`config.mk`:
```
export PLATFORM = sky130hd
export DESIGN_NAME = icache_lookup_top
export DESIGN_NICKNAME = d
export VERILOG_FILES = /design/src/rtl/icache_pkg.sv /design/src/rtl/icache_data_store.sv /design/src/rtl/icache_lookup_top.sv /design/src/rtl/icache_output_stage.sv /design/src/rtl/icache_tag_stage.sv
export SDC_FILE = /design/constraint.sdc
export NUM_CORES = 2
export LEC_CHECK = 0
export ABC_AREA = 0
export BUFFER_PORTS_ARGS = -buffer_cell sky130_fd_sc_hd__buf_2
export CORE_UTILIZATION = 67
export CTS_CLUSTER_SIZE = 30
export DETAILED_ROUTE_END_ITERATION = 6
export PLACE_DENSITY = 0.84
export SYNTH_ARGS = -nofsm -noshare
export SYNTH_HDL_FRONTEND = slang
export SYNTH_SLANG_ARGS = --single-unit
```
`constraint.sdc`:
```
create_clock -name clk_i -period 11.79 [get_ports clk_i]
set_clock_uncertainty 0.15 [all_clocks]
set_input_delay 1.179 -clock clk_i [delete_from_list [all_inputs] [get_ports clk_i]]
set_output_delay 1.179 -clock clk_i [all_outputs]
set_load 0.1 [all_outputs]
```
`src/rtl/icache_pkg.sv`:
```
// Shared geometry, field types and tag port operations of the instruction
// cache lookup pipeline. Every RTL block imports this package.

package icache_pkg;

  // --------------------------------------------------------------------------
  // Geometry
  // --------------------------------------------------------------------------
  localparam int unsigned FETCH_AW    = 32;
  localparam int unsigned ID_WIDTH    = 4;
  localparam int unsigned LINE_WIDTH  = 64;
  localparam int unsigned LINE_ALIGN  = 3;
  localparam int unsigned LINE_COUNT  = 16;
  localparam int unsigned COUNT_ALIGN = 4;
  localparam int unsigned SET_COUNT   = 2;
  localparam int unsigned SET_ALIGN   = 1;

  // Address bits left above the byte offset and the line index
  localparam int unsigned TAG_WIDTH = FETCH_AW - LINE_ALIGN - COUNT_ALIGN;

  // --------------------------------------------------------------------------
  // Field types
  // --------------------------------------------------------------------------
  typedef logic [FETCH_AW-1:0]    addr_t;
  typedef logic [ID_WIDTH-1:0]    id_t;
  typedef logic [LINE_WIDTH-1:0]  line_t;
  typedef logic [TAG_WIDTH-1:0]   tag_t;
  typedef logic [COUNT_ALIGN-1:0] index_t;
  typedef logic [SET_ALIGN-1:0]   set_t;

  // Data array address, set number on top of the line index
  typedef logic [SET_ALIGN+COUNT_ALIGN-1:0] data_addr_t;

  // Operation on the shared tag port in a given cycle
  typedef enum logic [1:0] {
    TAG_INIT,
    TAG_WRITE,
    TAG_READ,
    TAG_IDLE
  } tag_port_op_e;

endpackage

```
`src/rtl/icache_data_store.sv`:
```
// Line data array of all sets. Refill writes own the single port, lookups
// read one cycle ahead of the output and the read register can be frozen.

`timescale 1ns/1ps

module icache_data_store import icache_pkg::*; (
  input  logic       clk_i,
  input  logic       init_i,
  // Refill port
  input  logic       write_valid_i,
  input  set_t       write_set_i,
  input  index_t     write_addr_i,
  input  line_t      write_data_i,
  // Lookup port
  input  data_addr_t lookup_addr_i,
  input  logic       read_en_i,
  input  logic       data_hold_i,
  output line_t      rdata_o
);

  line_t      line_mem [SET_COUNT * LINE_COUNT];
  line_t      rdata_q;
  logic       write_en;
  logic       read_en;
  data_addr_t write_addr;

  // --------------------------------------------------------------------------
  // Port arbitration
  // --------------------------------------------------------------------------

  // Refills are not accepted while the tags are being cleared
  assign write_en   = write_valid_i && !init_i;
  assign write_addr = {write_set_i, write_addr_i};

  // A blocked output keeps the line it already read
  assign read_en = read_en_i && !write_en && !data_hold_i;

  // --------------------------------------------------------------------------
  // Array and read register
  // --------------------------------------------------------------------------
  always_ff @(posedge clk_i) begin
    if (write_en) begin
      line_mem[write_addr] <= write_data_i;
    end
  end

  always_ff @(posedge clk_i) begin
    if (read_en) begin
      rdata_q <= line_mem[lookup_addr_i];
    end
  end

  assign rdata_o = rdata_q;

endmodule

```
`src/rtl/icache_lookup_top.sv`:
```
// Instruction cache lookup pipeline. Connects the tag stage, the data store
// and the output stage to the fetch, refill and flush ports.

`timescale 1ns/1ps

module icache_lookup_top import icache_pkg::*; (
  input  logic   clk_i,
  input  logic   rst_ni,
  // Flush
  input  logic   flush_valid_i,
  output logic   flush_ready_o,
  // Fetch request
  input  addr_t  in_addr_i,
  input  id_t    in_id_i,
  input  logic   in_valid_i,
  output logic   in_ready_o,
  // Lookup result
  output addr_t  out_addr_o,
  output id_t    out_id_o,
  output set_t   out_set_o,
  output logic   out_hit_o,
  output line_t  out_data_o,
  output logic   out_error_o,
  output logic   out_valid_o,
  input  logic   out_ready_i,
  // Refill
  input  index_t write_addr_i,
  input  set_t   write_set_i,
  input  tag_t   write_tag_i,
  input  line_t  write_data_i,
  input  logic   write_error_i,
  input  logic   write_valid_i,
  output logic   write_ready_o
);

  logic       tag_valid;
  logic       tag_ready;
  addr_t      req_addr;
  id_t        req_id;
  logic       tag_hit;
  set_t       tag_set;
  logic       tag_error;
  data_addr_t lookup_addr;
  logic       read_en;
  logic       init;
  line_t      rdata;
  logic       data_hold;

  icache_tag_stage u_tag_stage (
    .clk_i         (clk_i),
    .rst_ni        (rst_ni),
    .flush_valid_i (flush_valid_i),
    .flush_ready_o (flush_ready_o),
    .in_addr_i     (in_addr_i),
    .in_id_i       (in_id_i),
    .in_valid_i    (in_valid_i),
    .in_ready_o    (in_ready_o),
    .write_addr_i  (write_addr_i),
    .write_set_i   (write_set_i),
    .write_tag_i   (write_tag_i),
    .write_error_i (write_error_i),
    .write_valid_i (write_valid_i),
    .write_ready_o (write_ready_o),
    .tag_ready_i   (tag_ready),
    .tag_valid_o   (tag_valid),
    .req_addr_o    (req_addr),
    .req_id_o      (req_id),
    .hit_o         (tag_hit),
    .set_o         (tag_set),
    .error_o       (tag_error),
    .lookup_addr_o (lookup_addr),
    .read_en_o     (read_en),
    .init_o        (init)
  );

  icache_data_store u_data_store (
    .clk_i         (clk_i),
    .init_i        (init),
    .write_valid_i (write_valid_i),
    .write_set_i   (write_set_i),
    .write_addr_i  (write_addr_i),
    .write_data_i  (write_data_i),
    .lookup_addr_i (lookup_addr),
    .read_en_i     (read_en),
    .data_hold_i   (data_hold),
    .rdata_o       (rdata)
  );

  icache_output_stage u_output_stage (
    .clk_i         (clk_i),
    .rst_ni        (rst_ni),
    .tag_valid_i   (tag_valid),
    .tag_ready_o   (tag_ready),
    .req_addr_i    (req_addr),
    .req_id_i      (req_id),
    .hit_i         (tag_hit),
    .set_i         (tag_set),
    .error_i       (tag_error),
    .write_valid_i (write_valid_i),
    .write_addr_i  (write_addr_i),
    .write_set_i   (write_set_i),
    .write_tag_i   (write_tag_i),
    .write_data_i  (write_data_i),
    .write_error_i (write_error_i),
    .rdata_i       (rdata),
    .data_hold_o   (data_hold),
    .out_addr_o    (out_addr_o),
    .out_id_o      (out_id_o),
    .out_set_o     (out_set_o),
    .out_hit_o     (out_hit_o),
    .out_data_o    (out_data_o),
    .out_error_o   (out_error_o),
    .out_valid_o   (out_valid_o),
    .out_ready_i   (out_ready_i)
  );

endmodule

```
`src/rtl/icache_output_stage.sv`:
```
// Last lookup stage. Registers the tag result, merges in the line read from
// the data store and substitutes refill data when a refill hits the request.

`timescale 1ns/1ps

module icache_output_stage import icache_pkg::*; (
  input  logic   clk_i,
  input  logic   rst_ni,
  // From the tag stage
  input  logic   tag_valid_i,
  output logic   tag_ready_o,
  input  addr_t  req_addr_i,
  input  id_t    req_id_i,
  input  logic   hit_i,
  input  set_t   set_i,
  input  logic   error_i,
  // Refill port, observed for the bypass
  input  logic   write_valid_i,
  input  index_t write_addr_i,
  input  set_t   write_set_i,
  input  tag_t   write_tag_i,
  input  line_t  write_data_i,
  input  logic   write_error_i,
  // Data store
  input  line_t  rdata_i,
  output logic   data_hold_o,
  // Response
  output addr_t  out_addr_o,
  output id_t    out_id_o,
  output set_t   out_set_o,
  output logic   out_hit_o,
  output line_t  out_data_o,
  output logic   out_error_o,
  output logic   out_valid_o,
  input  logic   out_ready_i
);

  logic  bypass;
  logic  handover;
  logic  out_valid_q;
  logic  bypass_q;
  addr_t addr_q;
  id_t   id_q;
  logic  hit_q;
  set_t  set_q;
  logic  error_q;
  line_t refill_data_q;
  set_t  refill_set_q;
  logic  refill_error_q;

  // --------------------------------------------------------------------------
  // Bypass detection and handshake
  // --------------------------------------------------------------------------

  // Refill carries exactly the line the request in flight is looking for
  assign bypass = tag_valid_i && write_valid_i &&
                  (write_tag_i == req_addr_i[FETCH_AW-1 -: TAG_WIDTH]) &&
                  (write_addr_i == req_addr_i[LINE_ALIGN +: COUNT_ALIGN]);

  // Any other refill owns the data port, so the tag entry waits
  assign tag_ready_o = (!out_valid_q || out_ready_i) && (!write_valid_i || bypass);
  assign handover    = tag_valid_i && tag_ready_o;
  assign data_hold_o = out_valid_q && !out_ready_i;

  // --------------------------------------------------------------------------
  // Output register
  // --------------------------------------------------------------------------
  always_ff @(posedge clk_i or negedge rst_ni) begin
    if (!rst_ni) begin
      out_valid_q <= 1'b0;
      bypass_q    <= 1'b0;
    end else begin
      out_valid_q <= handover ? 1'b1 : (out_ready_i ? 1'b0 : out_valid_q);
      if (handover) begin
        bypass_q <= bypass;
      end
    end
  end

  always_ff @(posedge clk_i) begin
    if (handover) begin
      addr_q  <= req_addr_i;
      id_q    <= req_id_i;
      hit_q   <= hit_i;
      set_q   <= set_i;
      error_q <= error_i;
    end
    if (handover && bypass) begin
      refill_data_q  <= write_data_i;
      refill_set_q   <= write_set_i;
      refill_error_q <= write_error_i;
    end
  end

  assign out_addr_o  = addr_q;
  assign out_id_o    = id_q;
  assign out_hit_o   = bypass_q || hit_q;
  assign out_set_o   = bypass_q ? refill_set_q : set_q;
  assign out_error_o = bypass_q ? refill_error_q : error_q;
  assign out_data_o  = bypass_q ? refill_data_q : rdata_i;
  assign out_valid_o = out_valid_q;

endmodule

```
`src/rtl/icache_tag_stage.sv`:
```
// First lookup stage. Runs the init/flush walk, arbitrates the tag port,
// keeps the tag arrays and compares the registered request against all sets.

`timescale 1ns/1ps

module icache_tag_stage import icache_pkg::*; (
  input  logic       clk_i,
  input  logic       rst_ni,
  input  logic       flush_valid_i,
  output logic       flush_ready_o,
  input  addr_t      in_addr_i,
  input  id_t        in_id_i,
  input  logic       in_valid_i,
  output logic       in_ready_o,
  input  index_t     write_addr_i,
  input  set_t       write_set_i,
  input  tag_t       write_tag_i,
  input  logic       write_error_i,
  input  logic       write_valid_i,
  output logic       write_ready_o,
  input  logic       tag_ready_i,
  output logic       tag_valid_o,
  output addr_t      req_addr_o,
  output id_t        req_id_o,
  output logic       hit_o,
  output set_t       set_o,
  output logic       error_o,
  output data_addr_t lookup_addr_o,
  output logic       read_en_o,
  output logic       init_o
);

  logic [COUNT_ALIGN:0]   init_count_q;
  tag_port_op_e           tag_op;
  index_t                 tag_addr;
  logic [SET_COUNT-1:0]   tag_we;
  logic                   tag_wvalid;
  logic                   tag_werror;
  tag_t                   tag_wtag;
  logic                   valid_mem [SET_COUNT][LINE_COUNT];
  logic                   error_mem [SET_COUNT][LINE_COUNT];
  tag_t                   tag_mem   [SET_COUNT][LINE_COUNT];
  logic                   rd_valid_q [SET_COUNT];
  logic                   rd_error_q [SET_COUNT];
  tag_t                   rd_tag_q   [SET_COUNT];
  logic                   accept;
  logic                   tag_valid_q;
  logic                   req_handshake_q;
  addr_t                  req_addr_q;
  id_t                    req_id_q;
  logic [SET_COUNT-1:0]   line_hit;
  logic [SET_COUNT-1:0]   line_err;
  logic                   hit_s, hit_d, hit_q;
  set_t                   set_s, set_d, set_q;
  logic                   error_s, error_d, error_q;

  // --------------------------------------------------------------------------
  // Init walk, restarted by every flush pulse
  // --------------------------------------------------------------------------
  assign flush_ready_o = 1'b1;
  assign init_o        = init_count_q != (COUNT_ALIGN+1)'(LINE_COUNT);

  always_ff @(posedge clk_i or negedge rst_ni) begin
    if (!rst_ni) begin
      init_count_q <= '0;
    end else if (init_o) begin
      init_count_q <= init_count_q + 1'b1;
    end else if (flush_valid_i) begin
      init_count_q <= '0;
    end
  end

  // --------------------------------------------------------------------------
  // Tag port arbitration: init, then refill, then lookup
  // --------------------------------------------------------------------------
  always_comb begin
    tag_op = TAG_IDLE;
    if (init_o) begin
      tag_op = TAG_INIT;
    end else if (write_valid_i) begin
      tag_op = TAG_WRITE;
    end else if (in_valid_i) begin
      tag_op = TAG_READ;
    end
  end

  always_comb begin
    tag_addr   = in_addr_i[LINE_ALIGN +: COUNT_ALIGN];
    tag_we     = '0;
    tag_wvalid = 1'b1;
    tag_werror = write_error_i;
    tag_wtag   = write_tag_i;
    case (tag_op)
      TAG_INIT: begin
        tag_addr   = init_count_q[COUNT_ALIGN-1:0];
        tag_we     = '1;
        tag_wvalid = 1'b0;
        tag_werror = 1'b0;
        tag_wtag   = '0;
      end
      TAG_WRITE: begin
        tag_addr = write_addr_i;
        tag_we   = SET_COUNT'(1) << write_set_i;
      end
      default: ;
    endcase
  end

  assign write_ready_o = !init_o;
  assign in_ready_o    = (tag_op == TAG_READ) && (!tag_valid_q || tag_ready_i);
  assign accept        = in_valid_i && in_ready_o;

  // Tag arrays, one-cycle synchronous read
  always_ff @(posedge clk_i) begin
    for (int s = 0; s < SET_COUNT; s++) begin
      if (tag_we[s]) begin
        valid_mem[s][tag_addr] <= tag_wvalid;
        error_mem[s][tag_addr] <= tag_werror;
        tag_mem[s][tag_addr]   <= tag_wtag;
      end else if (tag_op == TAG_READ) begin
        rd_valid_q[s] <= valid_mem[s][tag_addr];
        rd_error_q[s] <= error_mem[s][tag_addr];
        rd_tag_q[s]   <= tag_mem[s][tag_addr];
      end
    end
  end

  // --------------------------------------------------------------------------
  // Request register and tag compare
  // --------------------------------------------------------------------------
  always_ff @(posedge clk_i) begin
    if (accept) begin
      req_addr_q <= in_addr_i;
      req_id_q   <= in_id_i;
    end
  end

  always_comb begin
    set_s = '0;
    for (int s = 0; s < SET_COUNT; s++) begin
      line_hit[s] = rd_valid_q[s] && (rd_tag_q[s] == req_addr_q[FETCH_AW-1 -: TAG_WIDTH]);
      line_err[s] = rd_error_q[s] && line_hit[s];
    end
    // Descending scan so the lowest matching set is the one kept
    for (int s = SET_COUNT - 1; s >= 0; s--) begin
      if (line_hit[s]) begin
        set_s = set_t'(s);
      end
    end
    hit_s   = |line_hit;
    error_s = |line_err;
  end

  // Compare result is fresh right after a read, otherwise replayed from the holding register
  assign hit_o   = req_handshake_q ? hit_s : hit_q;
  assign set_o   = req_handshake_q ? set_s : set_q;
  assign error_o = req_handshake_q ? error_s : error_q;

  assign lookup_addr_o = {set_o, req_addr_q[LINE_ALIGN +: COUNT_ALIGN]};
  assign read_en_o     = tag_valid_q && hit_o;

  always_comb begin
    hit_d   = hit_q;
    set_d   = set_q;
    error_d = error_q;
    if (req_handshake_q && !tag_ready_i) begin
      hit_d   = hit_s;
      set_d   = set_s;
      error_d = error_s;
    end
    // A refill into the line we hit replaces its data, so the held hit is stale
    if (write_valid_i && write_ready_o && (lookup_addr_o == {write_set_i, write_addr_i})) begin
      hit_d = 1'b0;
    end
  end

  always_ff @(posedge clk_i or negedge rst_ni) begin
    if (!rst_ni) begin
      tag_valid_q     <= 1'b0;
      req_handshake_q <= 1'b0;
      hit_q           <= 1'b0;
      set_q           <= '0;
      error_q         <= 1'b0;
    end else begin
      tag_valid_q     <= accept ? 1'b1 : (tag_ready_i ? 1'b0 : tag_valid_q);
      req_handshake_q <= accept;
      hit_q           <= hit_d;
      set_q           <= set_d;
      error_q         <= error_d;
    end
  end

  assign tag_valid_o = tag_valid_q;
  assign req_addr_o  = req_addr_q;
  assign req_id_o    = req_id_q;

endmodule

```
==> summary.md <==
| Metric | Value |
|---|---|
| Outcome | `finished clean` |
| Post-synth EDFFs | `3171` |
| Core ar. | `179000 µm²` |
| Clock transition at path regs | `60 ps` |
| CTS Buf Count | `315` |
| Synth warn | `0` |
| Asr flop ratio synth | `0.377%` |
| Synth Cell Area | `122000 µm²` |
| Hold buffer count at CTS | `0` |
| Cell count along the critical path | `7` |
| CP delay by family, top | `buffers and inverters` |
| FF+latch count, synth | `3183` |
| Most numerous cell on the critical path | `buf_4` |
| Clk root buf | `clkbuf_16` |
| Wire per inst | `44.1 µm` |
| Total GRT Usage | `39.0%` |
| CP max FO | `148` |
| Final Hold Violating Endpoints | `0` |
| Worst Reg-to-Reg Cells | `7` |
| Setup TNS | `0 ps` |
| Power Total | `26.8 mW` |
| Via count of the first global-routing pass | `64600` |
| Distinct cells, synth | `43` |
| Max incr delay on CP | `930 ps` |
| CTS sink count | `3183` |
| Synth Instances | `5135` |
| Flip-flop and latch area | `95500 µm²` |
| Leakage Power | `42.9 nW` |
| Maximum vdd drop | `0.273 mV` |
| DR pass1 iterations | `6` |
| Setup ws final | `5970 ps` |
| Clock H-tree levels | `5` |
| Routability cong. | `0.800` |
| PwrDens | `197 nW/µm²` |
| Final setup viols | `0` |
| Layout net count | `5708` |
| Slew @ Worst Pin | `1460 ps` |
| Unrepaired setup endpoints after global routing | `no` |
| First-pass GRT wire length | `491 mm` |
| Cell Chain, Critical Path | `buf_12, buf_4, buf_4, buf_4, mux4_2, mux2_1, mux4_2` |
| Via count | `64000` |
| Largest net degree at the start of global routing | `151` |
| Post-DP HPWL | `159 mm` |
| Total die area | `183000 µm²` |
| Iter 0 DRT Violations | `11200` |
| Post-Place Worst Slack | `5720 ps` |
| Final Cycle Share | `49.3%` |
| Syn_nets | `5274` |
| CTS tree | `built` |
| Critical Path RT | `12310 ps` |
| Grt ovf | `0` |
| Ports | `244` |
| Area after DPL | `126000 µm²` |
| Fin. max-slew vios | `0` |
| Most frequent cells in the layout | `3171 x edfxtp_1, 792 x mux4_2, 321 x clkbuf_16` |
| Avg Cell Area, Syn | `23.7 µm²` |
| Setup crit end kind | `register` |
| Fmax | `172 MHz` |
| Area of the multi-input gates | `25400 µm²` |
| Die H | `428 µm` |
| Max stage delay cell, worst path | `buf_4` |
| Post-CTS Resized | `0` |
| Post-route cell area | `136000 µm²` |
| Input/output buffers | `242` |
| Final worst path period need | `5820 ps` |
| Max clock buf depth | `4` |
| Relative slew slack | `2.45%` |
| Fillers | `8081` |
| Remaining DRCs | `0` |
| DRT Wirelength | `360 mm` |
| Share of cells above drive strength 1 | `32.2%` |
| Critical Path AT | `6340 ps` |
| Number of max-cap violations | `0` |
| Site row count | `155` |
| Antenna-violating nets left | `0` |
| Post-CTS setup buffers | `0` |
| Worst-Skew Late Latency | `960 ps` |
| CP bufs+invs | `4` |
| Min-delay worst type | `input port to asynchronous set/reset pin` |
| Commonest non-fill, non-tap cell in the layout | `edfxtp_1` |
| Area growth syn-to-layout | `11.7%` |
| Die extent in x | `428 µm` |
| Sequential share of the synthesized area | `78.6%` |
| Crit Path Class | `register to register` |
| Main synth FF type | `edfxtp_1` |
| Final hold slack | `33.4 ps` |
| Starting Density | `67.8%` |
| CP Launch Type | `register` |
| Antenna violations before repair | `28` |
| Vias/cell | `7.84` |
## metrics by stage
stage                     std cells  utilization [%]
after floorplan                5135                -
after global placement         7607             70.3
after global routing           8163             75.7
final                          8171             75.7
after detailed placement       7607             70.3
after CTS                      8148             75.7
## registers in the layout, summed over array words and instances (netlist names), 2 cells and up
signal	count
u_output_stage.out_addr_o	32
u_tag_stage.init_count_q	5
u_tag_stage.tag_mem	800
u_output_stage.refill_data_q	64
u_data_store.rdata_o	64
u_tag_stage.rd_tag_q	50
u_tag_stage.rd_error_q	2
u_data_store.line_mem	2048
u_output_stage.out_id_o	4
u_tag_stage.req_addr_o	32
u_tag_stage.valid_mem	32
u_tag_stage.rd_valid_q	2
u_tag_stage.error_mem	32
u_tag_stage.req_id_o	4
## path summary, 6_finish.rpt
path	startpoint	slack, ps	to
max reg2reg	u_tag_stage.req_addr_o[4]	5970	u_data_store.rdata_o[4]
min	rst_ni	30	u_output_stage.out_valid_o
min reg2reg	u_tag_stage.req_id_o[1]	260	u_output_stage.out_id_o[1]
max	u_tag_stage.req_addr_o[4]	5970	u_data_store.rdata_o[4]
max in group asynchronous	rst_ni	11140	u_output_stage.bypass_q
min in group clk_i	u_tag_stage.req_id_o[1]	260	u_output_stage.out_id_o[1]
## worst register-to-register path, stage by stage (launching register included)
cell and delay, ps:
edfxtp_1 390, buf_12 630, buf_4 1170, buf_4 990
buf_4 890, mux4_2 520, mux2_1 360, mux4_2 480
## where the power goes
| group | total (mW) | switching, mW | leakage (nW) | internal (mW) |
|---|---|---|---|---|
| Sequential | 13.3 | 0.195 | 29.0 | 13.1 |
| Combinational | 3.66 | 2.29 | 9.27 | 1.37 |
| Clock | 9.78 | 4.36 | 4.70 | 5.42 |
| Total | 26.8 | 6.85 | 42.9 | 19.9 |
## routing by layer
metal	track usage [%]	routed length, µm
met5	0	132
met4	26.3	31300
met3	9.00	48300
met2	62.8	174000
met1	47.7	106000
## cell usage after synthesis (all sizes together) (3+ instances only)
library cell,instances,share of area (%)
edfxtp,3171,78
mux4,792,15
mux2,326,3.0
clkbuf,192,0.59
nand2,130,0.40
and2,81,0.42
nor2,80,0.25
buf,70,0.43
xnor2,65,0.47
a31oi,55,0.28
a211oi,54,0.33
xor2,17,0.12
nand4,16,0.082
dfrtp,12,0.25
a21oi,9,0.037
inv,9,0.028
nand3,8,0.033
o21ai,7,0.032
nand2b,5,0.026
nor3,5,0.021
nor4,5,0.026
a21o,3,0.019
and3,3,0.015
mux2i,3,0.025
## kinds of logic (layout without fill, tap and decap cells)
logic type	after synthesis	in the layout	synth area share, %
AOI/OAI and AO/OA	136	136	0.764
xor gates and xnor gates	82	82	0.591
adders and majority gates	2	2	0.0206
buffers and inverters	271	929	1.05
DFF	3183	3183	78.6
muxes	1121	1121	17.7
other	1	24	0.00308
and+or+nand+nor	339	339	1.31
## cell type report
| class | instances | share of cell area [%] |
|---|---|---|
| clock buffer | 377 | 6.07 |
| tap | 2355 | 2.17 |
| multi-input combinational | 1681 | 18.7 |
| timing repair buffer | 379 | 1.70 |
| antenna | 23 | 0.0424 |
| sequential | 3183 | 70.3 |
| clock inverter | 164 | 0.962 |
| inverter | 9 | 0.0249 |
Power figures use the tool's default switching activity.
